==> config.mk <==
export PLATFORM = sky130hd
export DESIGN_NAME = point_scan_flat
export DESIGN_NICKNAME = d
export VERILOG_FILES = /design/src/source/mandel_pkg.sv /design/src/source/mandel_if.sv /design/src/source/point_scan.sv /design/src/flat_wrapper.sv
export SDC_FILE = /design/constraint.sdc
export NUM_CORES = 1
export LEC_CHECK = 0
export BUFFER_PORTS_ARGS = -buffer_cell sky130_fd_sc_hd__buf_2
export CORE_MARGIN = 10
export CORE_UTILIZATION = 50
export DETAILED_ROUTE_END_ITERATION = 8
export MAX_ROUTING_LAYER = met4
export PLACE_DENSITY = 0.87
export RECOVER_POWER = 100
export SKIP_CTS_REPAIR_TIMING = 1
export SLEW_MARGIN = 20
export SYNTH_ARGS = -nofsm -noshare
export SYNTH_HDL_FRONTEND = slang
export SYNTH_SLANG_ARGS = --single-unit
==> constraint.sdc <==
create_clock -name clk_sys -period 3.5 [get_ports clk_sys]
set_clock_uncertainty 0.1 [all_clocks]
set_input_delay 0.7 -clock clk_sys [delete_from_list [all_inputs] [get_ports clk_sys]]
set_output_delay 0.7 -clock clk_sys [all_outputs]
set_load 0.02 [all_outputs]
==> src/source/mandel_pkg.sv <==
/* mandelbrot explorer shared definitions
   Q4.21 fixed point, framebuffer geometry, view and iteration limits */
`default_nettype none

package mandel_pkg;

    localparam int FP_WIDTH = 25;  // signed fixed-point word
    localparam int FP_FRAC  = 21;  // fractional bits, 4 integer bits remain
    localparam int ITER_MAX = 63;  // iteration limit
    localparam int CIDXW    = 8;   // colour index width

    localparam int FB_WIDTH  = 32;  // framebuffer width in pixels
    localparam int FB_HEIGHT = 18;  // framebuffer height in pixels
    localparam int FB_PIXELS = 576;
    localparam int FB_ADDRW  = 10;
    localparam int CORDW     = 6;   // unsigned pixel coordinate

    // view window after reset
    localparam logic signed [FP_WIDTH-1:0] X_START  = -25'sd5242880;  // -2.5
    localparam logic signed [FP_WIDTH-1:0] Y_START  = -25'sd2359296;  // -1.125
    localparam logic signed [FP_WIDTH-1:0] STEP_MAX = 25'sd262144;    // 1/8, also reset step

    typedef enum logic [1:0] {
        MODE_HORIZONTAL = 2'd0,
        MODE_VERTICAL   = 2'd1,
        MODE_ZOOM       = 2'd2
    } view_mode_t;

endpackage

`default_nettype wire

==> src/source/mandel_if.sv <==
/* stage-to-stage links of the render pipeline
   point_if carries scanner points to the engine, result_if engine results to the writer */
`default_nettype none
`timescale 1ns/1ps

interface point_if import mandel_pkg::*; ();

    logic                       strobe;  // one cycle, only while idle
    logic                       idle;    // engine ready for a point
    logic signed [FP_WIDTH-1:0] cr;
    logic signed [FP_WIDTH-1:0] ci;
    logic [CORDW-1:0]           px;
    logic [CORDW-1:0]           py;

    modport scan (output strobe, cr, ci, px, py, input idle);
    modport engine (input strobe, cr, ci, px, py, output idle);

endinterface


`default_nettype wire

==> src/source/point_scan.sv <==
/* point scan: walks the framebuffer row by row, forms c for each pixel
   and holds render_busy until the last pixel is written */
`default_nettype none
`timescale 1ns/1ps

module point_scan import mandel_pkg::*; (
    input  wire logic                  clk_sys,
    input  wire logic                  rst_sys,
    input  wire logic                  start,
    input  wire logic signed [FP_WIDTH-1:0] x_start,
    input  wire logic signed [FP_WIDTH-1:0] y_start,
    input  wire logic signed [FP_WIDTH-1:0] step,
    point_if.scan                      pt,
    output logic                       render_busy,
    input  wire logic                  last_write
);

    logic scanning;  // points left to hand out
    logic last_col;
    logic last_row;

    assign last_col  = (pt.px == CORDW'(FB_WIDTH - 1));
    assign last_row  = (pt.py == CORDW'(FB_HEIGHT - 1));
    assign pt.strobe = scanning && pt.idle;  // issue as soon as the engine is free

    always_ff @(posedge clk_sys) begin
        if (rst_sys) begin
            scanning    <= 1'b0;
            render_busy <= 1'b0;
        end else if (start) begin
            scanning    <= 1'b1;
            render_busy <= 1'b1;
        end else begin
            if (pt.strobe && last_col && last_row) begin
                scanning <= 1'b0;
            end
            if (last_write) begin
                render_busy <= 1'b0;
            end
        end
    end

    // coordinates advance after every strobe
    always_ff @(posedge clk_sys) begin
        if (start) begin
            pt.px <= '0;
            pt.py <= '0;
            pt.cr <= x_start;
            pt.ci <= y_start;
        end else if (pt.strobe) begin
            if (last_col) begin  // wrap to next row
                pt.px <= '0;
                pt.py <= pt.py + 1'b1;
                pt.cr <= x_start;
                pt.ci <= pt.ci + step;
            end else begin
                pt.px <= pt.px + 1'b1;
                pt.cr <= pt.cr + step;
            end
        end
    end

endmodule

`default_nettype wire

==> src/flat_wrapper.sv <==
// flat-port wrapper written by rule: the top's interface ports become plain ports
module point_scan_flat import mandel_pkg::*;
  (clk_sys, rst_sys, start, x_start, y_start, step, render_busy, last_write, pt_strobe, pt_cr, pt_ci, pt_px, pt_py, pt_idle);
  point_if pt_i ();
  input  wire logic clk_sys;
  input  wire logic rst_sys;
  input  wire logic start;
  input  wire logic signed [FP_WIDTH-1:0] x_start;
  input  wire logic signed [FP_WIDTH-1:0] y_start;
  input  wire logic signed [FP_WIDTH-1:0] step;
  output logic render_busy;
  input  wire logic last_write;
  output wire logic [$bits(pt_i.strobe)-1:0] pt_strobe;
  output wire logic [$bits(pt_i.cr)-1:0] pt_cr;
  output wire logic [$bits(pt_i.ci)-1:0] pt_ci;
  output wire logic [$bits(pt_i.px)-1:0] pt_px;
  output wire logic [$bits(pt_i.py)-1:0] pt_py;
  input wire logic [$bits(pt_i.idle)-1:0] pt_idle;
  assign pt_strobe = pt_i.strobe;
  assign pt_cr = pt_i.cr;
  assign pt_ci = pt_i.ci;
  assign pt_px = pt_i.px;
  assign pt_py = pt_i.py;
  assign pt_i.idle = pt_idle;
  point_scan u_core (.clk_sys(clk_sys), .rst_sys(rst_sys), .start(start), .x_start(x_start), .y_start(y_start), .step(step), .pt(pt_i), .render_busy(render_busy), .last_write(last_write));
endmodule
# Word level (Yosys, flattened, before mapping)
# Cells that the tools add are included.
dict set report word_totals {
  regBits 64
  input_bits 80
  out_inout_bits 64
  word_cells 32
}
dict set report classes {
  add_sub_neg 4
  eq_ne 2
  mux 11
  n_reduce_logical 9
}
# cell count
set ops {}
lappend ops {{two-way mux 25 bit} 6}
lappend ops {{adder 25 bit} 2}
lappend ops {{adder 6 x 1 -> 6 bit (second input constant)} 2}
lappend ops {{== test 6 x 5 -> 1 bit (second input constant)} 2}
lappend ops {{nonzero test 2 bit} 4}
lappend ops {{two-way mux 6 bit} 1}
lappend ops {{two-way mux 1 bit} 4}
lappend ops {{AND reduction 2 bit} 2}
lappend ops {{logical AND 1 bit} 3}

# Logic depth before layout (Yosys ltp)
dict set report logic_depth {
  depth_word 5
  mapped_depth 9
  ltp_nobuf 9
}

# Least setup slack after synthesis
# Ideal clock, no wire load.
dict set report synth_path {
  path_kind {input to register}
  start {input port step[0]}
  end {register u_core.pt.cr[18] (data pin)}
  setup_ns 0.260
  arrival_time_ns 2.903
  t_required_ns 3.140
  path_slack_ns 0.237
  cell_stages 9
  path_cell_list {ha_1 fa_1 a21o_1 a221oi_2 o21ai_2 a221o_1 a2111oi_2 or4_1 nand3_1}
}
dict set report synth_via {
  elab_chain_cells 4
}
# element line_no
set synth_lines {}
lappend synth_lines {{from (decl)} flat_wrapper.sv:10} ;# input wire logic signed [FP_WIDTH-1:0] step;
lappend synth_lines {{adder 25 bit} point_scan.sv:58} ;# pt.cr <= pt.cr + step;
lappend synth_lines {{two-way mux 25 bit} point_scan.sv:51} ;# if (last_col) begin
lappend synth_lines {{two-way mux 25 bit} point_scan.sv:50} ;# end else if (pt.strobe) begin
lappend synth_lines {{two-way mux 25 bit} point_scan.sv:45} ;# if (start) begin
lappend synth_lines {{to (signal assigned)} point_scan.sv:48} ;# pt.cr <= x_start;
lappend synth_lines {{to (signal assigned)} point_scan.sv:54} ;# pt.cr <= x_start;
lappend synth_lines {{to (signal assigned)} point_scan.sv:58}
lappend synth_lines {{to (decl)} mandel_if.sv:15} ;# modport scan (output strobe, cr, ci, px, py, input idle);
# Every way passes these cells. The select of a mux whose other input is x is not followed.
# A chain may end at the register's enable or synchronous reset.

# Worst setup path in the final report
dict set report layout_path {
  start {register u_core.pt.cr[0]}
  end {register u_core.pt.cr[22] (data pin)}
}
dict set report layout_via {
  elab_chain_cells 4
}
# element line_no
set layout_lines {}
lappend layout_lines {{adder 25 bit} point_scan.sv:58}
lappend layout_lines {{two-way mux 25 bit} point_scan.sv:51}
lappend layout_lines {{two-way mux 25 bit} point_scan.sv:50}
lappend layout_lines {{two-way mux 25 bit} point_scan.sv:45}
# Every way passes these cells. The select of a mux whose other input is x is not followed.

==> qor.txt <==
Worst hold path type - flop to flop
Die height - 121 um
Hold Violations, Final - 0
Die ar. - 14,600 um2
Io pins - 144
Fmax - 307 MHz
Global-route wire length before repair - 24.6 mm
Worst Path Required - 3.63 ns
Port Buf Inserts - 143
Vias per inst - 5.70
Peak VDD IR - 232 uV
Reg2Reg Depth - 10
Pleak - 2.62 nW
Initial Util - 0.518
Syn Inst Count - 562
Endpoint type of the worst setup path - flop
Slew headroom - 0.0975
Largest net degree at the start of global routing - 38
Synth top cells by count - nand2_1, o21ai_0, ha_1
CTS clk-pin slew, worst paths - 0.08 ns
WS Path Type - flop to flop
Hold Crit Depth - 2
Largest area contributor in the netlist - edfxtp_1
Slew Viols, Final - 0
Post-Place Cells - 837
Slew at the pin closest to its max-slew limit - 1.35 ns
Post-route DRC violation count - 0
Main synth FF type - edfxtp_1
Drt first pass iters - 5
Post-synthesis adder-cell area fraction - 0.133
Unrepaired setup endpoints after global routing - false
Num CTS Buffers - 9
Skew-Pair Late Insertion Delay - 0.35 ns
Drt wl/cell - 17.9 um
Max_cap viols - 0
Share of layout cells above drive strength 1 - 0.158
Total power - 2.82 mW
Compound-Gate Fraction of Synth Area - 0.238
Placed Area - 6030 um2
Final Cycle Share - 0.932
Detailed Place HPWL - 12.2 mm
Global route overflow - 0
Routed via count - 4,870
H-tree Lvls - 3
Routability cong. - 0.922
Synthesis warning total - 0
Clk buf depth - 2
Post-synthesis sequential area ratio - 0.350
Synthesized area - 5080 um2
Initial antenna violation count - 1
PwrDens - 461 nW/um2
Final ANT Viol Nets - 0
CTS root buffer - clkbuf_8
Seq cells post-synth - 64
Setup violations, final - 0
Post-synth net total - 695
Arrival @ worst endpoint - 3.39 ns
Status - finished, final reports clean
Design area - 6110 um2
Avg Synthesized Cell Area - 9.05 um2
Pre-CTS setup slack - -0.0129 ns
Util after Layout - 0.622
Rows - 36
Non-filler cells, final - 854
Synth area leaders - edfxtp_1, ha_1, nand2_1, dfxtp_1, o21ai_0
Main combinational cell family by area after synthesis - compound AO/OA/AOI/OAI gates
CTS tree - yes
Crit-path max FO - 3
Total clock sinks - 64
DRT Wirelength - 15.3 mm
Hold Slack - 0.397 ns
Mux share of post-synthesis cell area - 0.0145
Synth Area in Simple Gates - 0.156
Synth-to-Final Area Change - 20.1%
Worst setup SP type - flop
Netlist cell types - 59
Period minus WS final - 3.26 ns
Number of flops mapped to enable cells by yosys - 50
Count leader, synth - nand2_1
Final setup margin - 0.238 ns
CORE AREA - 9820 um2
TNS Setup - 0 ns
GR Util All Layers - 0.212
Iteration-0 DRC Markers - 383
Area share of the largest cell type after synthesis - 0.295
Post-synth ARST share - 0
Post-Synth XOR/XNOR Area - 0.0861
Die W - 121 um
Fin nets - 848
Filler Cell Count - 896
Vias in the first global route - 5,007
## flip-flops by register name, summed over array words and instances (netlist names)
signal,cells
u_core.pt.ci,25
u_core.pt.cr,25
u_core.pt.px,6
u_core.pt.py,6
u_core.render_busy,1
u_core.scanning,1
## cells by family (layout without fill, tap and decap cells)
family | after synthesis | in the layout
other | 0 | 1
adder cells (fa/ha/maj) | 53 | 53
flip-flops | 64 | 64
buffers and inverters | 29 | 187
AO/OA/AOI/OAI | 187 | 187
AND/OR/NAND/NOR | 172 | 172
multiplexers | 7 | 7
XOR/XNOR | 50 | 50
## per-layer routing
| metal | vias to the layer above | GRT usage | wire length, um |
|---|---|---|---|
| met1 | 2245 | 0.264 | 6850 |
| met5 | - | - | 0 |
| li1 | 2406 | - | - |
| met2 | 194 | 0.331 | 7080 |
| met3 | 25 | 0.0503 | 1140 |
| met4 | 0 | 0.0732 | 241 |
## cell usage in the layout, fill, tap and decap left out, types with 8 or more instances in the layout
cell,instances
a211oi_1,8
a21o_1,24
a21oi_1,44
buf_2,77
buf_4,9
clkbuf_1,69
clkbuf_8,11
dfxtp_1,14
edfxtp_1,50
ha_1,51
inv_1,11
nand2_1,75
nand2b_1,8
nand3_1,16
nor2_1,38
o211ai_1,8
o21ai_0,54
xnor2_1,21
xor2_1,29
## path summary, 6_finish.rpt
kind / end / slack, ns / from
max: u_core.pt.cr[22]$_DFFE_PP_ / 0.24 / u_core.pt.cr[0]$_DFFE_PP_
min: u_core.render_busy$_SDFFE_PP0P_ / 0.40 / u_core.render_busy$_SDFFE_PP0P_
max reg2reg: u_core.pt.cr[22]$_DFFE_PP_ / 0.24 / u_core.pt.cr[0]$_DFFE_PP_
min reg2reg: u_core.render_busy$_SDFFE_PP0P_ / 0.40 / u_core.render_busy$_SDFFE_PP0P_
## layout make-up
cell class | instances | area, um2 | share of cell area
multi-input cells | 469 | 3170 | 0.520
flip-flops and latches | 64 | 1780 | 0.292
repair buffers | 160 | 742 | 0.121
clock buffers | 12 | 176 | 0.0289
well taps | 133 | 166 | 0.0272
inverters | 11 | 41.3 | 0.00676
clock inverters | 4 | 23.8 | 0.00389
diodes | 1 | 2.50 | 0.000410
## worst max-delay path: stages, from the launching register on
cell,delay [ns]
edfxtp_1,0.41
ha_1,0.25
fa_1,0.40
a21o_1,0.20
a221oi_1,0.27
buf_4,0.18
o21ai_2,0.09
a221o_1,0.37
o31ai_1,0.38
or3b_1,0.38
nand3_1,0.08
## power breakdown
group          total (mW)  internal (mW)  switching, mW
sequential          0.994          0.937         0.0571
clock               0.654          0.337          0.317
combinational        1.17          0.470          0.698
Power figures use the tool's default switching activity.
