### config.mk
export PLATFORM = sky130hd
export DESIGN_NAME = fb_write_flat
export DESIGN_NICKNAME = d
export VERILOG_FILES = /design/src/source/mandel_pkg.sv /design/src/source/mandel_if.sv /design/src/source/fb_write.sv /design/src/flat_wrapper.sv
export SDC_FILE = /design/constraint.sdc
export NUM_CORES = 1
export LEC_CHECK = 0
export BUFFER_PORTS_ARGS = -buffer_cell sky130_fd_sc_hd__buf_2
export CORE_ASPECT_RATIO = 0.7
export CORE_MARGIN = 2
export CORE_UTILIZATION = 42
export DETAILED_ROUTE_END_ITERATION = 16
export PLACE_DENSITY = 0.77
export SYNTH_ARGS = -nofsm -noshare
export SYNTH_HDL_FRONTEND = slang
export SYNTH_SLANG_ARGS = --single-unit
### constraint.sdc
create_clock -name clk_sys -period 1.38 [get_ports clk_sys]
set_input_delay 0.138 -clock clk_sys [delete_from_list [all_inputs] [get_ports clk_sys]]
set_output_delay 0.138 -clock clk_sys [all_outputs]
set_load 0.03 [all_outputs]
### src/source/mandel_pkg.sv
/* mandelbrot explorer shared definitions
   Q4.21 fixed point, framebuffer geometry, view and iteration limits */
`default_nettype none

package mandel_pkg;

    localparam int FP_WIDTH = 25;  // signed fixed-point word
    localparam int FP_FRAC  = 21;  // fractional bits, 4 integer bits remain
    localparam int ITER_MAX = 63;  // iteration limit
    localparam int CIDXW    = 8;   // colour index width

    localparam int FB_WIDTH  = 32;  // framebuffer width in pixels
    localparam int FB_HEIGHT = 18;  // framebuffer height in pixels
    localparam int FB_PIXELS = 576;
    localparam int FB_ADDRW  = 10;
    localparam int CORDW     = 6;   // unsigned pixel coordinate

    // view window after reset
    localparam logic signed [FP_WIDTH-1:0] X_START  = -25'sd5242880;  // -2.5
    localparam logic signed [FP_WIDTH-1:0] Y_START  = -25'sd2359296;  // -1.125
    localparam logic signed [FP_WIDTH-1:0] STEP_MAX = 25'sd262144;    // 1/8, also reset step

    typedef enum logic [1:0] {
        MODE_HORIZONTAL = 2'd0,
        MODE_VERTICAL   = 2'd1,
        MODE_ZOOM       = 2'd2
    } view_mode_t;

endpackage

`default_nettype wire

### src/source/mandel_if.sv
/* stage-to-stage links of the render pipeline
   point_if carries scanner points to the engine, result_if engine results to the writer */
`default_nettype none


interface result_if import mandel_pkg::*; ();

    logic             strobe;  // one pulse per finished pixel
    logic [CORDW-1:0] px;
    logic [CORDW-1:0] py;
    logic [CIDXW-1:0] cidx;

    // no back-pressure, the writer always accepts
    modport engine (output strobe, px, py, cidx);
    modport writer (input strobe, px, py, cidx);

endinterface

`default_nettype wire

### src/source/fb_write.sv
/* framebuffer writer: two-stage address calculation, colour index and
   write enable delayed to match, flag for the last pixel of a frame */
`default_nettype none
`timescale 1ns/1ps

module fb_write import mandel_pkg::*; (
    input  wire logic          clk_sys,
    input  wire logic          rst_sys,
    result_if.writer           res,
    output logic [FB_ADDRW-1:0] fb_addr,
    output logic [CIDXW-1:0]   fb_cidx,
    output logic               fb_we,
    output logic               last_write
);

    logic [FB_ADDRW-1:0] row_base;  // py * FB_WIDTH
    logic [CORDW-1:0]    col;
    logic [CIDXW-1:0]    cidx_d;
    logic                we_d;
    logic [FB_ADDRW-1:0] addr_sum;

    assign addr_sum = row_base + FB_ADDRW'(col);

    always_ff @(posedge clk_sys) begin
        row_base <= FB_ADDRW'(res.py * FB_WIDTH);  // stage one
        col      <= res.px;
        cidx_d   <= res.cidx;
        fb_addr  <= addr_sum;                      // stage two
        fb_cidx  <= cidx_d;
    end

    always_ff @(posedge clk_sys) begin
        if (rst_sys) begin
            we_d       <= 1'b0;
            fb_we      <= 1'b0;
            last_write <= 1'b0;
        end else begin
            we_d       <= res.strobe;
            fb_we      <= we_d;
            last_write <= we_d && (addr_sum == FB_ADDRW'(FB_PIXELS - 1));
        end
    end

endmodule

`default_nettype wire

### src/flat_wrapper.sv
// flat-port wrapper written by rule: the top's interface ports become plain ports
module fb_write_flat import mandel_pkg::*;
  (clk_sys, rst_sys, fb_addr, fb_cidx, fb_we, last_write, res_strobe, res_px, res_py, res_cidx);
  result_if res_i ();
  input  wire logic clk_sys;
  input  wire logic rst_sys;
  output logic [FB_ADDRW-1:0] fb_addr;
  output logic [CIDXW-1:0] fb_cidx;
  output logic fb_we;
  output logic last_write;
  input wire logic [$bits(res_i.strobe)-1:0] res_strobe;
  input wire logic [$bits(res_i.px)-1:0] res_px;
  input wire logic [$bits(res_i.py)-1:0] res_py;
  input wire logic [$bits(res_i.cidx)-1:0] res_cidx;
  assign res_i.strobe = res_strobe;
  assign res_i.px = res_px;
  assign res_i.py = res_py;
  assign res_i.cidx = res_cidx;
  fb_write u_core (.clk_sys(clk_sys), .rst_sys(rst_sys), .res(res_i), .fb_addr(fb_addr), .fb_cidx(fb_cidx), .fb_we(fb_we), .last_write(last_write));
endmodule
After elaboration in Yosys (flattened, before gate mapping)
Cells that the tools add are included.
{"block": "totals", "out_inout_bits": 20, "word_cells": 11, "inputBits": 23, "register_bits": 40}
{"block": "op_classes", "n_reduce_logical": 1, "n_eq_ne": 1, "addsub": 1}
{"cell": "$add 10x6->10", "count": 1}
{"cell": "$eq 10x10->1 const B", "count": 1}
{"cell": "$logic_and 1x1->1", "count": 1}

Depth between registers and ports, before layout
{"block": "depth", "word_depth": 3, "depth_mapped": 5, "ltp_nobuf": 5}

Worst setup path before layout
Ideal clock, no wire load.
{"block": "synth_path", "path_type": "register to register", "start": "register u_core.col[5]", "end": "register u_core.last_write", "period_less_slack_ps": 1247, "t_arrival_ps": 1187, "slack_ps": 133, "n_path_buf": 0, "path_stages_with_launch": 6, "setup_time_ps": 60, "required_ps": 1320, "path_cell_list": "dfxtp_1 > ha_1 > ha_1 > xor2_1 > nor3_1 > and4bb_2"}
{"block": "synth_via", "elab_chain_len": 3}
{"item": "start: declaration", "line_no": "fb_write.sv:17", "rtl": "logic [CORDW-1:0] col;"}
{"item": "start signal: assignment", "line_no": "fb_write.sv:26", "rtl": "col <= res.px;"}
{"item": "$add 10x6->10", "line_no": "fb_write.sv:22", "rtl": "assign addr_sum = row_base + FB_ADDRW'(col);"}
{"item": "named net u_core.addr_sum[7]", "line_no": "fb_write.sv:20", "rtl": "logic [FB_ADDRW-1:0] addr_sum;"}
{"item": "$eq 10x10->1", "line_no": "fb_write.sv:40", "rtl": "last_write <= we_d && (addr_sum == FB_ADDRW'(FB_PIXELS - 1));"}
{"item": "$logic_and 1x1->1", "line_no": "fb_write.sv:40"}
{"item": "end signal: assignment", "line_no": "fb_write.sv:40"}
{"item": "end: declaration", "line_no": "fb_write.sv:13", "rtl": "output logic last_write"}
The timed path passes the listed nets, and every way through them passes these cells.
A chain may end at the register's enable or synchronous reset.

Final worst setup path
Same ends and word-level chain as after synthesis.

==> impl_metrics.prom <==
# TYPE chip_impl_metric gauge
chip_impl_metric{name="setup_total_negative_slack",unit="ns"} 0
chip_impl_metric{name="worst-path-max-fanout",unit=""} 2
chip_impl_info{name="worstSetupEndpointType",value="flop"} 1
chip_impl_metric{name="area.growth.synth_to_final",unit="%"} 58.7
chip_impl_metric{name="post_synthesis_register_bit_count",unit=""} 40
chip_impl_metric{name="finClkSkew",unit="ns"} 0.00805
chip_impl_metric{name="synth-compound-area-share",unit=""} 0
chip_impl_info{name="tritoncts",value="built"} 1
chip_impl_metric{name="global_route.usage.total",unit=""} 0.155
chip_impl_info{name="cp_slowest_cell",value="dfxtp_1"} 1
chip_impl_metric{name="path_buf_inv",unit=""} 0
chip_impl_metric{name="detail_route.drc_violations",unit=""} 0
chip_impl_metric{name="crit_cells",unit=""} 5
chip_impl_metric{name="number_of_synthesized_flops_with_an_enable_pin",unit=""} 0
chip_impl_metric{name="start_util",unit=""} 0.432
chip_impl_metric{name="synth_warnings",unit=""} 0
chip_impl_metric{name="synthArstFlopShare",unit=""} 0
chip_impl_metric{name="fin_crit_sh",unit=""} 0.925
chip_impl_metric{name="drive_above_1_share",unit=""} 0.415
chip_impl_metric{name="fmax",unit="MHz"} 783
chip_impl_metric{name="cellLeakagePower",unit="µW"} 0.000677
chip_impl_metric{name="total_nets_final",unit=""} 147
chip_impl_info{name="synth_largest_area_cell",value="dfxtp_1"} 1
chip_impl_metric{name="slowest_delay",unit="ns"} 0.32
chip_impl_info{name="cell_type_group_with_the_largest_total_delay_on_the_critical_path",value="adder cells"} 1
chip_impl_metric{name="clkSinkCount",unit=""} 40
chip_impl_metric{name="grt_first_pass_wirelength",unit="mm"} 2.62
chip_impl_metric{name="r2r.worst_path.cells",unit=""} 5
chip_impl_metric{name="crit_arrival",unit="ns"} 1.57
chip_impl_metric{name="cellPowerDensity",unit="nW/µm²"} 1570
chip_impl_metric{name="detail_route.wl_per_cell",unit="µm"} 11.2
chip_impl_info{name="kind_of_launch_point_of_the_worst_setup_path",value="flop"} 1
chip_impl_metric{name="worst_hold_path_cell_count",unit=""} 2
chip_impl_metric{name="synth.mux.area_fraction",unit=""} 0
chip_impl_metric{name="netlist_instances",unit=""} 54
chip_impl_metric{name="final.min_clock_period",unit="ns"} 1.28
chip_impl_metric{name="core",unit="µm²"} 2100
chip_impl_metric{name="global_route.overflow_total",unit=""} 0
chip_impl_metric{name="max_slew_margin",unit=""} 0.884
chip_impl_metric{name="avgSynthCellArea",unit="µm²"} 16.8
chip_impl_metric{name="post-cts-setup-buffer-count",unit=""} 0
chip_impl_info{name="synthTopCellsByArea",value="dfxtp_1, ha_1, xnor2_1"} 1
chip_impl_metric{name="chipHeight",unit="µm"} 42.9
chip_impl_metric{name="number_of_global_route_vias_before_repair",unit=""} 621
chip_impl_info{name="clockRootBuffer",value="clkbuf_4"} 1
chip_impl_metric{name="finalSetupViolCount",unit=""} 0
chip_impl_metric{name="hpwl",unit="mm"} 1.03
chip_impl_metric{name="cts_max_path_buffers",unit=""} 2
chip_impl_metric{name="routabilityCongestion",unit=""} 0.603
chip_impl_metric{name="ctsHtreeMaxLevel",unit=""} 2
chip_impl_metric{name="die-width",unit="µm"} 59.6
chip_impl_info{name="yosys.cell_count.top_type",value="dfxtp_1"} 1
chip_impl_metric{name="combined_area_of_the_multi_input_logic_cells",unit="µm²"} 110
chip_impl_info{name="worstSetupPathType",value="flop to flop"} 1
chip_impl_metric{name="max-vdd-ir-drop",unit="µV"} 1510
chip_impl_metric{name="worst_hold_slack_after_final_layout",unit="ns"} 0.0105
chip_impl_info{name="synth_ff_type",value="dfxtp_1"} 1
chip_impl_metric{name="drv_slew",unit=""} 0
chip_impl_metric{name="route.final.wire_length",unit="mm"} 1.64
chip_impl_info{name="setup_repair_after_global_routing_missed_its_margin",value="no"} 1
chip_impl_info{name="crit_path_cell_trace",value="ha_1, ha_2, xor2_1, nor3_1, and4bb_2"} 1
chip_impl_metric{name="synth_seq_area_share",unit=""} 0.882
chip_impl_metric{name="syn-cell-area",unit="µm²"} 908
chip_impl_metric{name="detailroute.via_count",unit=""} 608
chip_impl_metric{name="hold_violations",unit=""} 0
chip_impl_metric{name="num-fill-cells",unit=""} 169
chip_impl_metric{name="worst-slew-pin-transition",unit="ns"} 0.174
chip_impl_metric{name="drt-initial-drc-count",unit=""} 3
chip_impl_metric{name="placementRows",unit=""} 14
chip_impl_metric{name="grt_max_degree",unit=""} 13
chip_impl_metric{name="synthAdderAreaFrac",unit=""} 0.0275
chip_impl_info{name="status",value="finished clean"} 1
chip_impl_metric{name="design.portCount",unit=""} 43
chip_impl_metric{name="route.antenna.remaining_nets",unit=""} 0
chip_impl_metric{name="number_of_antenna_violations_at_the_first_check_in_global_routing",unit=""} 0
chip_impl_metric{name="first_pass_iters",unit=""} 2
chip_impl_metric{name="insertion_delay",unit="ns"} 0.34
chip_impl_metric{name="antenna-diode-count",unit=""} 0
chip_impl_metric{name="io_buffers",unit=""} 41
chip_impl_metric{name="sequential_cell_area_in_the_final_layout",unit="µm²"} 801
chip_impl_metric{name="detail_route.vias_per_cell",unit=""} 4.14
chip_impl_metric{name="syn_nets",unit=""} 79
chip_impl_metric{name="cap_violations",unit=""} 0
chip_impl_metric{name="synth_simple_gate_area_share",unit=""} 0.0620
chip_impl_metric{name="synth-xor-area-share",unit=""} 0.0289
chip_impl_info{name="holdCritPathClass",value="primary input to flop"} 1
chip_impl_metric{name="crit_required",unit="ns"} 1.67
chip_impl_metric{name="clkSlewWorstSetupHoldPaths",unit="ns"} 0.11
chip_impl_metric{name="yosysTopAreaCellShare",unit=""} 0.882
chip_impl_metric{name="synth.distinct_cells",unit=""} 10
chip_impl_info{name="combinational_family_with_the_most_area_after_synthesis",value="simple AND/OR/NAND/NOR gates"} 1
chip_impl_metric{name="die-area",unit="µm²"} 2560
chip_impl_metric{name="tritoncts.num_buffers",unit=""} 5
-- registers in the layout (all words and copies together) (netlist names) --
| register | flops |
|---|---|
| u_core.fb_we | 1 |
| u_core.we_d | 1 |
| u_core.row_base | 5 |
| u_core.fb_cidx | 8 |
| u_core.cidx_d | 8 |
| u_core.fb_addr | 10 |
| u_core.col | 6 |
| u_core.last_write | 1 |
-- path summary, 6_finish.rpt --
path                     from                 to  slack (ns)
min                res_strobe        u_core.we_d        0.01
max reg2reg     u_core.col[5]  u_core.last_write        0.10
max             u_core.col[5]  u_core.last_write        0.10
min reg2reg  u_core.cidx_d[5]  u_core.fb_cidx[5]        0.34
-- final cells by class --
class,count,area share
multi-input cells,14,0.0764
clock buffers,7,0.0451
well taps,24,0.0208
clock inverters,1,0.0208
flip-flops and latches,40,0.556
repair buffers,61,0.281
-- per-stage QoR --
step / setup WS, ns / util / cells / total power (µW) / instance area [µm²]
3_3_place_gp: 0.0930 / 0.544 / 119 / 1410 / 1140
2_1_floorplan: 0.133 / - / 54 / 1350 / 908
4_1_cts: 0.0263 / 0.685 / 147 / 2280 / 1440
3_5_place_dp: 0.0299 / 0.544 / 119 / 1420 / 1140
5_1_grt: 0.00803 / 0.686 / 147 / 2360 / 1440
6_report: 0.103 / 0.686 / 147 / 2270 / 1440
-- layout by cell type, fill, tap and decap left out, drive strengths merged --
master	count
buf	41
bufinv	1
nor2b	2
and4	1
nand3	2
ha	2
nand2	2
xor2	1
clkbuf	7
dlygate4sd3	20
and4bb	1
nor3	1
dfxtp	40
xnor2	2
-- power by group --
group | internal (µW) | switching [µW]
logic | 91.6 | 107
clock network | 481 | 349
registers | 1220 | 19.5
total | 1790 | 476
-- metal layers --
| layer | global-route usage | part of all wire | routed length (µm) | up-vias |
|---|---|---|---|---|
| met5 | 0 | 0 | 0 | - |
| met4 | 0.133 | 0.018 | 30 | 0 |
| met3 | 0.0549 | 0.057 | 94 | 4 |
| met2 | 0.273 | 0.56 | 919 | 24 |
| met1 | 0.136 | 0.36 | 598 | 270 |
| li1 | - | - | - | 310 |
-- logic make-up (layout without fill, tap and decap cells) --
| logic type | count (synthesis) | in the layout |
|---|---|---|
| xor+xnor | 3 | 3 |
| fa+ha+maj | 2 | 2 |
| simple gates | 9 | 9 |
| flops | 40 | 40 |
| buf+inv | 0 | 69 |
-- timing repair --
item / in CTS / in global routing
hold buffers: 20 / 0
endpoints found under the hold margin: 21 / 0
setup endpoints to repair: 0 / 1
gates resized for setup: 0 / 1
(Power assumes the default switching activity.)
