[src/source/mandel_pkg.sv]
/* mandelbrot explorer shared definitions
   Q4.21 fixed point, framebuffer geometry, view and iteration limits */
`default_nettype none

package mandel_pkg;

    localparam int FP_WIDTH = 25;  // signed fixed-point word
    localparam int FP_FRAC  = 21;  // fractional bits, 4 integer bits remain
    localparam int ITER_MAX = 63;  // iteration limit
    localparam int CIDXW    = 8;   // colour index width

    localparam int FB_WIDTH  = 32;  // framebuffer width in pixels
    localparam int FB_HEIGHT = 18;  // framebuffer height in pixels
    localparam int FB_PIXELS = 576;
    localparam int FB_ADDRW  = 10;
    localparam int CORDW     = 6;   // unsigned pixel coordinate

    // view window after reset
    localparam logic signed [FP_WIDTH-1:0] X_START  = -25'sd5242880;  // -2.5
    localparam logic signed [FP_WIDTH-1:0] Y_START  = -25'sd2359296;  // -1.125
    localparam logic signed [FP_WIDTH-1:0] STEP_MAX = 25'sd262144;    // 1/8, also reset step

    typedef enum logic [1:0] {
        MODE_HORIZONTAL = 2'd0,
        MODE_VERTICAL   = 2'd1,
        MODE_ZOOM       = 2'd2
    } view_mode_t;

endpackage

`default_nettype wire

[src/source/mandel_if.sv]
/* stage-to-stage links of the render pipeline
   point_if carries scanner points to the engine, result_if engine results to the writer */
`default_nettype none
`timescale 1ns/1ps

interface point_if import mandel_pkg::*; ();

    logic                       strobe;  // one cycle, only while idle
    logic                       idle;    // engine ready for a point
    logic signed [FP_WIDTH-1:0] cr;
    logic signed [FP_WIDTH-1:0] ci;
    logic [CORDW-1:0]           px;
    logic [CORDW-1:0]           py;

    modport scan (output strobe, cr, ci, px, py, input idle);
    modport engine (input strobe, cr, ci, px, py, output idle);

endinterface

interface result_if import mandel_pkg::*; ();

    logic             strobe;  // one pulse per finished pixel
    logic [CORDW-1:0] px;
    logic [CORDW-1:0] py;
    logic [CIDXW-1:0] cidx;

    // no back-pressure, the writer always accepts
    modport engine (output strobe, px, py, cidx);
    modport writer (input strobe, px, py, cidx);

endinterface

`default_nettype wire

[src/source/escape_iterate.sv]
/* escape iteration engine: z <= z*z + c in fixed point, one step per clock,
   reports the iteration count at escape or 0 at the limit */
`default_nettype none
`timescale 1ns/1ps

module escape_iterate import mandel_pkg::*; (
    input  wire logic  clk_sys,
    input  wire logic  rst_sys,
    point_if.engine    pt,
    result_if.engine   res
);

    logic signed [FP_WIDTH-1:0]   cr, ci;
    logic signed [FP_WIDTH-1:0]   zr, zi;
    logic signed [2*FP_WIDTH-1:0] zr2, zi2, zrzi;  // products scaled back to Q.21
    logic signed [2*FP_WIDTH-1:0] mag;
    logic [CIDXW-1:0]             n;
    logic                         escaped;
    logic                         at_limit;

    // full products, arithmetic shift truncates toward minus infinity
    always_comb begin
        zr2  = (zr * zr) >>> FP_FRAC;
        zi2  = (zi * zi) >>> FP_FRAC;
        zrzi = (zr * zi) >>> FP_FRAC;
        mag  = zr2 + zi2;
    end

    assign escaped  = mag > (2*FP_WIDTH)'(4 <<< FP_FRAC);  // |z|^2 > 4.0
    assign at_limit = (n == CIDXW'(ITER_MAX));

    always_ff @(posedge clk_sys) begin
        if (rst_sys) begin
            pt.idle    <= 1'b1;
            res.strobe <= 1'b0;
        end else begin
            res.strobe <= 1'b0;
            if (pt.idle) begin
                if (pt.strobe) begin
                    pt.idle <= 1'b0;
                end
            end else if (escaped || at_limit) begin
                pt.idle    <= 1'b1;
                res.strobe <= 1'b1;
            end
        end
    end

    always_ff @(posedge clk_sys) begin
        if (pt.idle && pt.strobe) begin  // capture new point
            cr     <= pt.cr;
            ci     <= pt.ci;
            zr     <= '0;
            zi     <= '0;
            n      <= '0;
            res.px <= pt.px;
            res.py <= pt.py;
        end else if (!pt.idle) begin
            if (escaped) begin
                res.cidx <= n;
            end else if (at_limit) begin
                res.cidx <= '0;  // inside the set
            end else begin
                // new z is cut to FP_WIDTH bits
                zr <= FP_WIDTH'(zr2 - zi2 + cr);
                zi <= FP_WIDTH'((zrzi <<< 1) + ci);
                n  <= n + 1'b1;
            end
        end
    end

endmodule

`default_nettype wire

[src/flat_wrapper.sv]
// flat-port wrapper written by rule: the top's interface ports become plain ports
module escape_iterate_flat import mandel_pkg::*;
  (clk_sys, rst_sys, pt_strobe, pt_cr, pt_ci, pt_px, pt_py, pt_idle, res_strobe, res_px, res_py, res_cidx);
  point_if pt_i ();
  result_if res_i ();
  input  wire logic clk_sys;
  input  wire logic rst_sys;
  input wire logic [$bits(pt_i.strobe)-1:0] pt_strobe;
  input wire logic [$bits(pt_i.cr)-1:0] pt_cr;
  input wire logic [$bits(pt_i.ci)-1:0] pt_ci;
  input wire logic [$bits(pt_i.px)-1:0] pt_px;
  input wire logic [$bits(pt_i.py)-1:0] pt_py;
  output wire logic [$bits(pt_i.idle)-1:0] pt_idle;
  output wire logic [$bits(res_i.strobe)-1:0] res_strobe;
  output wire logic [$bits(res_i.px)-1:0] res_px;
  output wire logic [$bits(res_i.py)-1:0] res_py;
  output wire logic [$bits(res_i.cidx)-1:0] res_cidx;
  assign pt_i.strobe = pt_strobe;
  assign pt_i.cr = pt_cr;
  assign pt_i.ci = pt_ci;
  assign pt_i.px = pt_px;
  assign pt_i.py = pt_py;
  assign pt_idle = pt_i.idle;
  assign res_strobe = res_i.strobe;
  assign res_px = res_i.px;
  assign res_py = res_i.py;
  assign res_cidx = res_i.cidx;
  escape_iterate u_core (.clk_sys(clk_sys), .rst_sys(rst_sys), .pt(pt_i), .res(res_i));
endmodule
[config.mk]
export PLATFORM = sky130hd
export DESIGN_NAME = escape_iterate_flat
export DESIGN_NICKNAME = d
export VERILOG_FILES = /design/src/source/mandel_pkg.sv /design/src/source/mandel_if.sv /design/src/source/escape_iterate.sv /design/src/flat_wrapper.sv
export SDC_FILE = /design/constraint.sdc
export NUM_CORES = 2
export LEC_CHECK = 0
export ABC_AREA = 1
export BUFFER_PORTS_ARGS = -buffer_cell sky130_fd_sc_hd__buf_2
export CAP_MARGIN = 30
export CORE_MARGIN = 2
export CORE_UTILIZATION = 40
export DETAILED_ROUTE_END_ITERATION = 8
export GPL_TIMING_DRIVEN = 0
export SYNTH_ARGS = -nofsm -noshare
export SYNTH_HDL_FRONTEND = slang
export SYNTH_SLANG_ARGS = --single-unit
[constraint.sdc]
create_clock -name clk_sys -period 12.3 [get_ports clk_sys]
set_input_delay 1.23 -clock clk_sys [delete_from_list [all_inputs] [get_ports clk_sys]]
set_output_delay 1.23 -clock clk_sys [all_outputs]
set_load 0.005 [all_outputs]
After elaboration in Yosys (flattened, before gate mapping) --
Index checks and enable logic that the tools add are counted.
Storage, ports and cells: bits in latches 0, register bits after elaboration 130, bits in writable memories 0, logic and storage cells 35, memories kept 0, input bits 65, memory bits (read-only) 0
Operators by class: $lt $le $gt $ge 1, div/mod/pow operators 0, shift-type cells 0, mux-type cells 5, add/sub/neg operators 5, reductions and logical operators 6, eq/ne operators 1, $mul 3, bitwise operators 4
Operators by type and width (number):
- multiplier 25 x 25 -> 50 bit | 2
- adder 25 bit | 2
- greater-than comparator 50 x 25 -> 1 bit (second input constant) | 1
- multiplier 25 x 25 -> 45 bit | 1
- adder 29 x 29 -> 30 bit | 1
- subtractor 25 bit | 1
- 2-to-1 mux 8 bit | 2
- adder 8 x 1 -> 8 bit (second input constant) | 1
- equality test 8 x 6 -> 1 bit (second input constant) | 1
- AND reduction 3 bit | 2
- inverter 1 bit | 4
- 2-to-1 mux 1 bit | 3
- nonzero test 2 bit | 1
- OR reduction 2 bit | 1
- logical AND 1 bit | 1
- logical OR 1 bit | 1

Longest topological paths before layout --
word-level depth 6, depth in mapped cells 56, depth with buffers taken out 52

Least setup slack after synthesis --
OpenSTA, ideal clock, no wires.
path type register to register, start point register u_core.zr[3], end point register u_core.res.cidx[0], enable pin, stages on the path, launching flop included 50, period minus slack after synthesis 8.894 ns, setup time 0.324 ns, slack 3.406 ns, arrival time 8.570 ns, required time 11.976 ns, path through dfxtp_1 -> clkbuf_1 -> clkbuf_1 -> buf_1 -> nand2_1 -> fa_1 -> inv_1 -> fa_1 -> inv_1 -> fa_1 -> inv_1 -> fa_1 -> fa_1 -> fa_1 -> inv_1 -> fa_1 -> inv_1 -> ha_1 -> [... 14 more ...] -> nand2_1 -> inv_1 -> nand2_1 -> nor2_1 -> and2_1 -> nand2_1 -> nand2_1 -> nand2_1 -> nand2_1 -> nor2_2 -> nand2_1 -> nor2_1 -> nor2_1 -> nand2_2 -> buf_4 -> nand2_1 -> nand2_1 -> inv_1
On the way: longest elaborated chain between the ends 5
RTL lines:
- from (decl) | line escape_iterate.sv:14 | logic signed [FP_WIDTH-1:0] zr, zi;
- from (signal assigned) | line escape_iterate.sv:65 | zr <= FP_WIDTH'(zr2 - zi2 + cr);
- multiplier 25 x 25 -> 50 bit | line escape_iterate.sv:23 | zr2 = (zr * zr) >>> FP_FRAC;
- adder 29 x 29 -> 30 bit | line escape_iterate.sv:26 | mag = zr2 + zi2;
- greater-than comparator 50 x 25 -> 1 bit | line escape_iterate.sv:29 | assign escaped = mag > (2*FP_WIDTH)'(4 <<< FP_FRAC);
- nonzero test 2 bit (no line)
- AND reduction 3 bit (no line)
- to (signal assigned) | line escape_iterate.sv:60 | res.cidx <= n;
- to (decl) | line mandel_if.sv:28 | modport engine (output strobe, px, py, cidx);
No other way between the ends. A chain may end at the register's enable or synchronous reset.

Final worst setup path --
start point register u_core.zr[10], end point register u_core.zr[12]
On the way: longest elaborated chain between the ends 5, elaborated cells between the ends (all ways) 7
RTL lines (line):
- multiplier 25 x 25 -> 50 bit (*) | escape_iterate.sv:23
- adder 29 x 29 -> 30 bit | escape_iterate.sv:26
- greater-than comparator 50 x 25 -> 1 bit | escape_iterate.sv:29
- inverter 1 bit (no line)
- AND reduction 3 bit (no line)
Mark *: on every way between the ends. The rest lies on a longest branch, timed or not.

==> results.cfg <==
[worst_hold_path]
hold_endpoint = u_core.n[7]$_SDFFE_PP0P_
classification_of_the_worst_slack_hold_path = flop to flop
holdCritStartpoint = u_core.n[7]$_SDFFE_PP0P_
timing.hold.worst_path_depth = 2

[timing]
final-max-slew-violation-count = 0
post-route-min-period_ns = 11.78
fin_tns_setup_ns = 0
period_share = 0.957
final_hold_viol_count = 0
rsz_0062_raised_after_global_routing = false
skew_ns = 0.0286
worstMarginPinSlew_ns = 1.14
maxClockFrequency_ghz = 0.0849
max-slew-margin-rel = 0.237
setup_viol = 0
post-route-worst-setup-slack_ns = 0.524

[floorplan]
design.core.area_um2 = 181000
row_count = 156
start_util = 0.402
dieArea_um2 = 185000
die-width_um = 430
height_of_the_die_um = 430
top_level_ports = 87

[drt]
final_antenna_net_count = 0
route.detailed.drc = 0
wl_per_cell_um = 24.0
drt_iter0_drc = 5443
viasPerCell = 5.09
routed_wirelength_um = 271000
firstDrtPassIters = 5
route.vias.total = 57500

[yosys]
synth_async_sr_flop_share = 0
synth_top_area_frac = 0.505
synth.ff_latch_count = 130
synthCells = 8686
synth-main-ff-cell = edfxtp_1
post_syn_nets = 11100
mean_instance_size_in_the_synthesized_netlist_um2 = 8.36
synth_area_leader_cell = fa_1
ys.warnings.count = 0
synth.cell_area_um2 = 72600
synth_edf_count = 70
synth_cell_types = 54
ys_top_cells_by_area = fa_1, inv_1, nand2_1
seq_area_frac_synth = 0.0455

[critical_path]
worst_ep_arrival_time_ns = 12.20
cell_depth_of_the_worst_flop_to_flop_path = 35
setup.worst_path.class = flop to flop
highest_net_fanout_along_the_worst_path = 10
worst-r2r-setup-slack_ns = 0.52
cp_top_family = adder cells
critical_path_buffers_and_inverters = 7
timing.rr.start = u_core.zr[10]$_SDFFE_PP0P_
cp_slowest_cell = clkbuf_1
cp_slowest_stage_delay_ns = 0.77
timing.critical_path.mode_cell = fa_1
crit_path_start_kind = flop
required_ns = 12.73
cp-end-kind = flop
reg2reg_to = u_core.zr[12]$_SDFFE_PP0P_

[final_layout]
post_route_cells_drive_above_1_share = 0.0410
most-common-layout-cells = inv_1, nand2_1, fa_1
layout_commonest_cell = inv_1
area_delta_synth_final_pct = 7.96
finish.net_count = 11300
layout.core_utilization = 0.434
layoutNonFillerInstCount = 11300

[cts]
cts.sink_count = 130
cts_max_level = 4
cts.root.buffer_cell = clkbuf_16
cts_tree = yes
clock_latency_ns = 0.55
cts.path.max_buffers = 2
cts_setup_buffers = 0
worst_setup_hold_path_clk_slew_ns = 0.09
cts_inserted_buffers = 17

[place]
pre_cts_ws_ns = -0.480
dp_hpwl_um = 239000
gpl.final_weighted_congestion = 1.01
io_buf_count = 86
placed_cells_incl_taps = 11300

[global_routing]
pin_count_of_the_biggest_net_entering_global_routing = 70
initial_antenna_violation_count = 10
grt_pass1_vias = 62500
gr-total-overflow = 0
grt_first_pass_wirelength_um = 406000
track_usage = 0.303

[power_and_ir_drop]
power_density_nw_per_um2 = 134
p_int_mw = 3.78
vdd_ir_drop_max_v = 0.000224
netSwitchingFraction = 0.641
pwr-share-comb = 0.887
p_seq_frac = 0.058
power.static_leakage_nw = 44.4
p_total_mw = 10.5
clkPwrFrac = 0.054
net-switching-power_mw = 6.74

[flow_run]
max_cap_viol = 0

[outcome]
status = finished clean
[tightest hold or removal path, cell delays in order (launching register included)]
cell	delay, ns
dfxtp_1	0.32
nand2_1	0.07
a21oi_1	0.05
[cell type report]
| cell class | count | area (µm²) |
|---|---|---|
| fillers | 18100 | 102000 |
| multi-input cells | 5533 | 57900 |
| inverters | 2725 | 10200 |
| flip-flops and latches | 130 | 3310 |
| well taps | 2370 | 2970 |
| repair buffers | 201 | 2130 |
| plain buffers | 296 | 1230 |
| clock buffers | 17 | 425 |
| clock inverters | 15 | 160 |
| diodes | 5 | 12.5 |
[Yosys cell counts, drive strengths merged (70+ instances only)]
cell	count
inv	2723
nand2	1888
fa	1832
ha	541
nor2	295
a21oi	247
clkbuf	210
o21ai	157
xor2	123
nand3	108
buf	88
xnor2	78
edfxtp	70
[timing repair]
item / CTS / global route
setup endpoints to repair: 54 / 70
hold buffers: 0 / 0
resized for setup: 5 / 72
pin swaps: 0 / 0
[power groups by stage]
stage | logic [mW] | registers [mW] | clock network, mW
floorplan | 5.66 | 0.594 | 0
global placement | 8.94 | 0.622 | 0
detailed placement | 9.13 | 0.616 | 0
CTS | 9.20 | 0.610 | 0.584
global route | 10.1 | 0.618 | 0.592
finish | 9.33 | 0.613 | 0.571
[how the worst max path moves through the flow]
stage / startpoint / to / slack [ns] / cells past startpoint
finish: u_core.zr[10]$_SDFFE_PP0P_ / u_core.zr[12]$_SDFFE_PP0P_ / 0.52 / 35
global route: u_core.zi[2]$_SDFFE_PP0P_ / u_core.zr[16]$_SDFFE_PP0P_ / 0.003 / 46
CTS: u_core.zr[24]$_SDFFE_PP0P_ / u_core.zr[16]$_SDFFE_PP0P_ / 0.02 / 40
detailed placement: u_core.zr[24]$_SDFFE_PP0P_ / u_core.zr[16]$_SDFFE_PP0P_ / -0.48 / 39
global placement: u_core.zr[24]$_SDFFE_PP0P_ / u_core.zr[16]$_SDFFE_PP0P_ / -0.68 / 38
floorplan: u_core.zr[3]$_SDFFE_PP0P_ / u_core.res.cidx[0]$_SDFFCE_PN0P_ / 3.41 / 49
[kinds of logic (layout without fill, tap and decap cells)]
family          Yosys count  in the layout  synth area share
buf+inv                3023           3254             0.157
simple gates           2412           2412             0.131
fa+ha+maj              2373           2373             0.598
other cells               0              5                 0
xor+xnor                201            201            0.0242
flops                   130            130            0.0455
compound gates          547            547            0.0432
[sequential cells by signal, indices dropped and copies added, names as in the netlist]
| register | count |
|---|---|
| u_core.zi | 25 |
| u_core.ci | 25 |
| u_core.res.strobe | 1 |
| u_core.res.cidx | 8 |
| u_core.cr | 25 |
| u_core.res.py | 6 |
| u_core.res.px | 6 |
| u_core.zr | 25 |
| u_core.n | 8 |
| u_core.pt.idle | 1 |
[metrics by stage]
stage	hold WS [ns]	cell area (µm²)
after floorplan	0.422	72600
after global placement	0.469	76000
after detailed placement	0.473	77600
after CTS	0.486	78200
after global routing	0.506	78400
final	0.485	78400
[layer usage]
metal | track usage | part of all wire
met5 | 0 | 0.00026
met4 | 0.162 | 0.069
met3 | 0.0778 | 0.10
met2 | 0.468 | 0.44
met1 | 0.391 | 0.39
No activity file was read; power rests on OpenSTA's default activity.
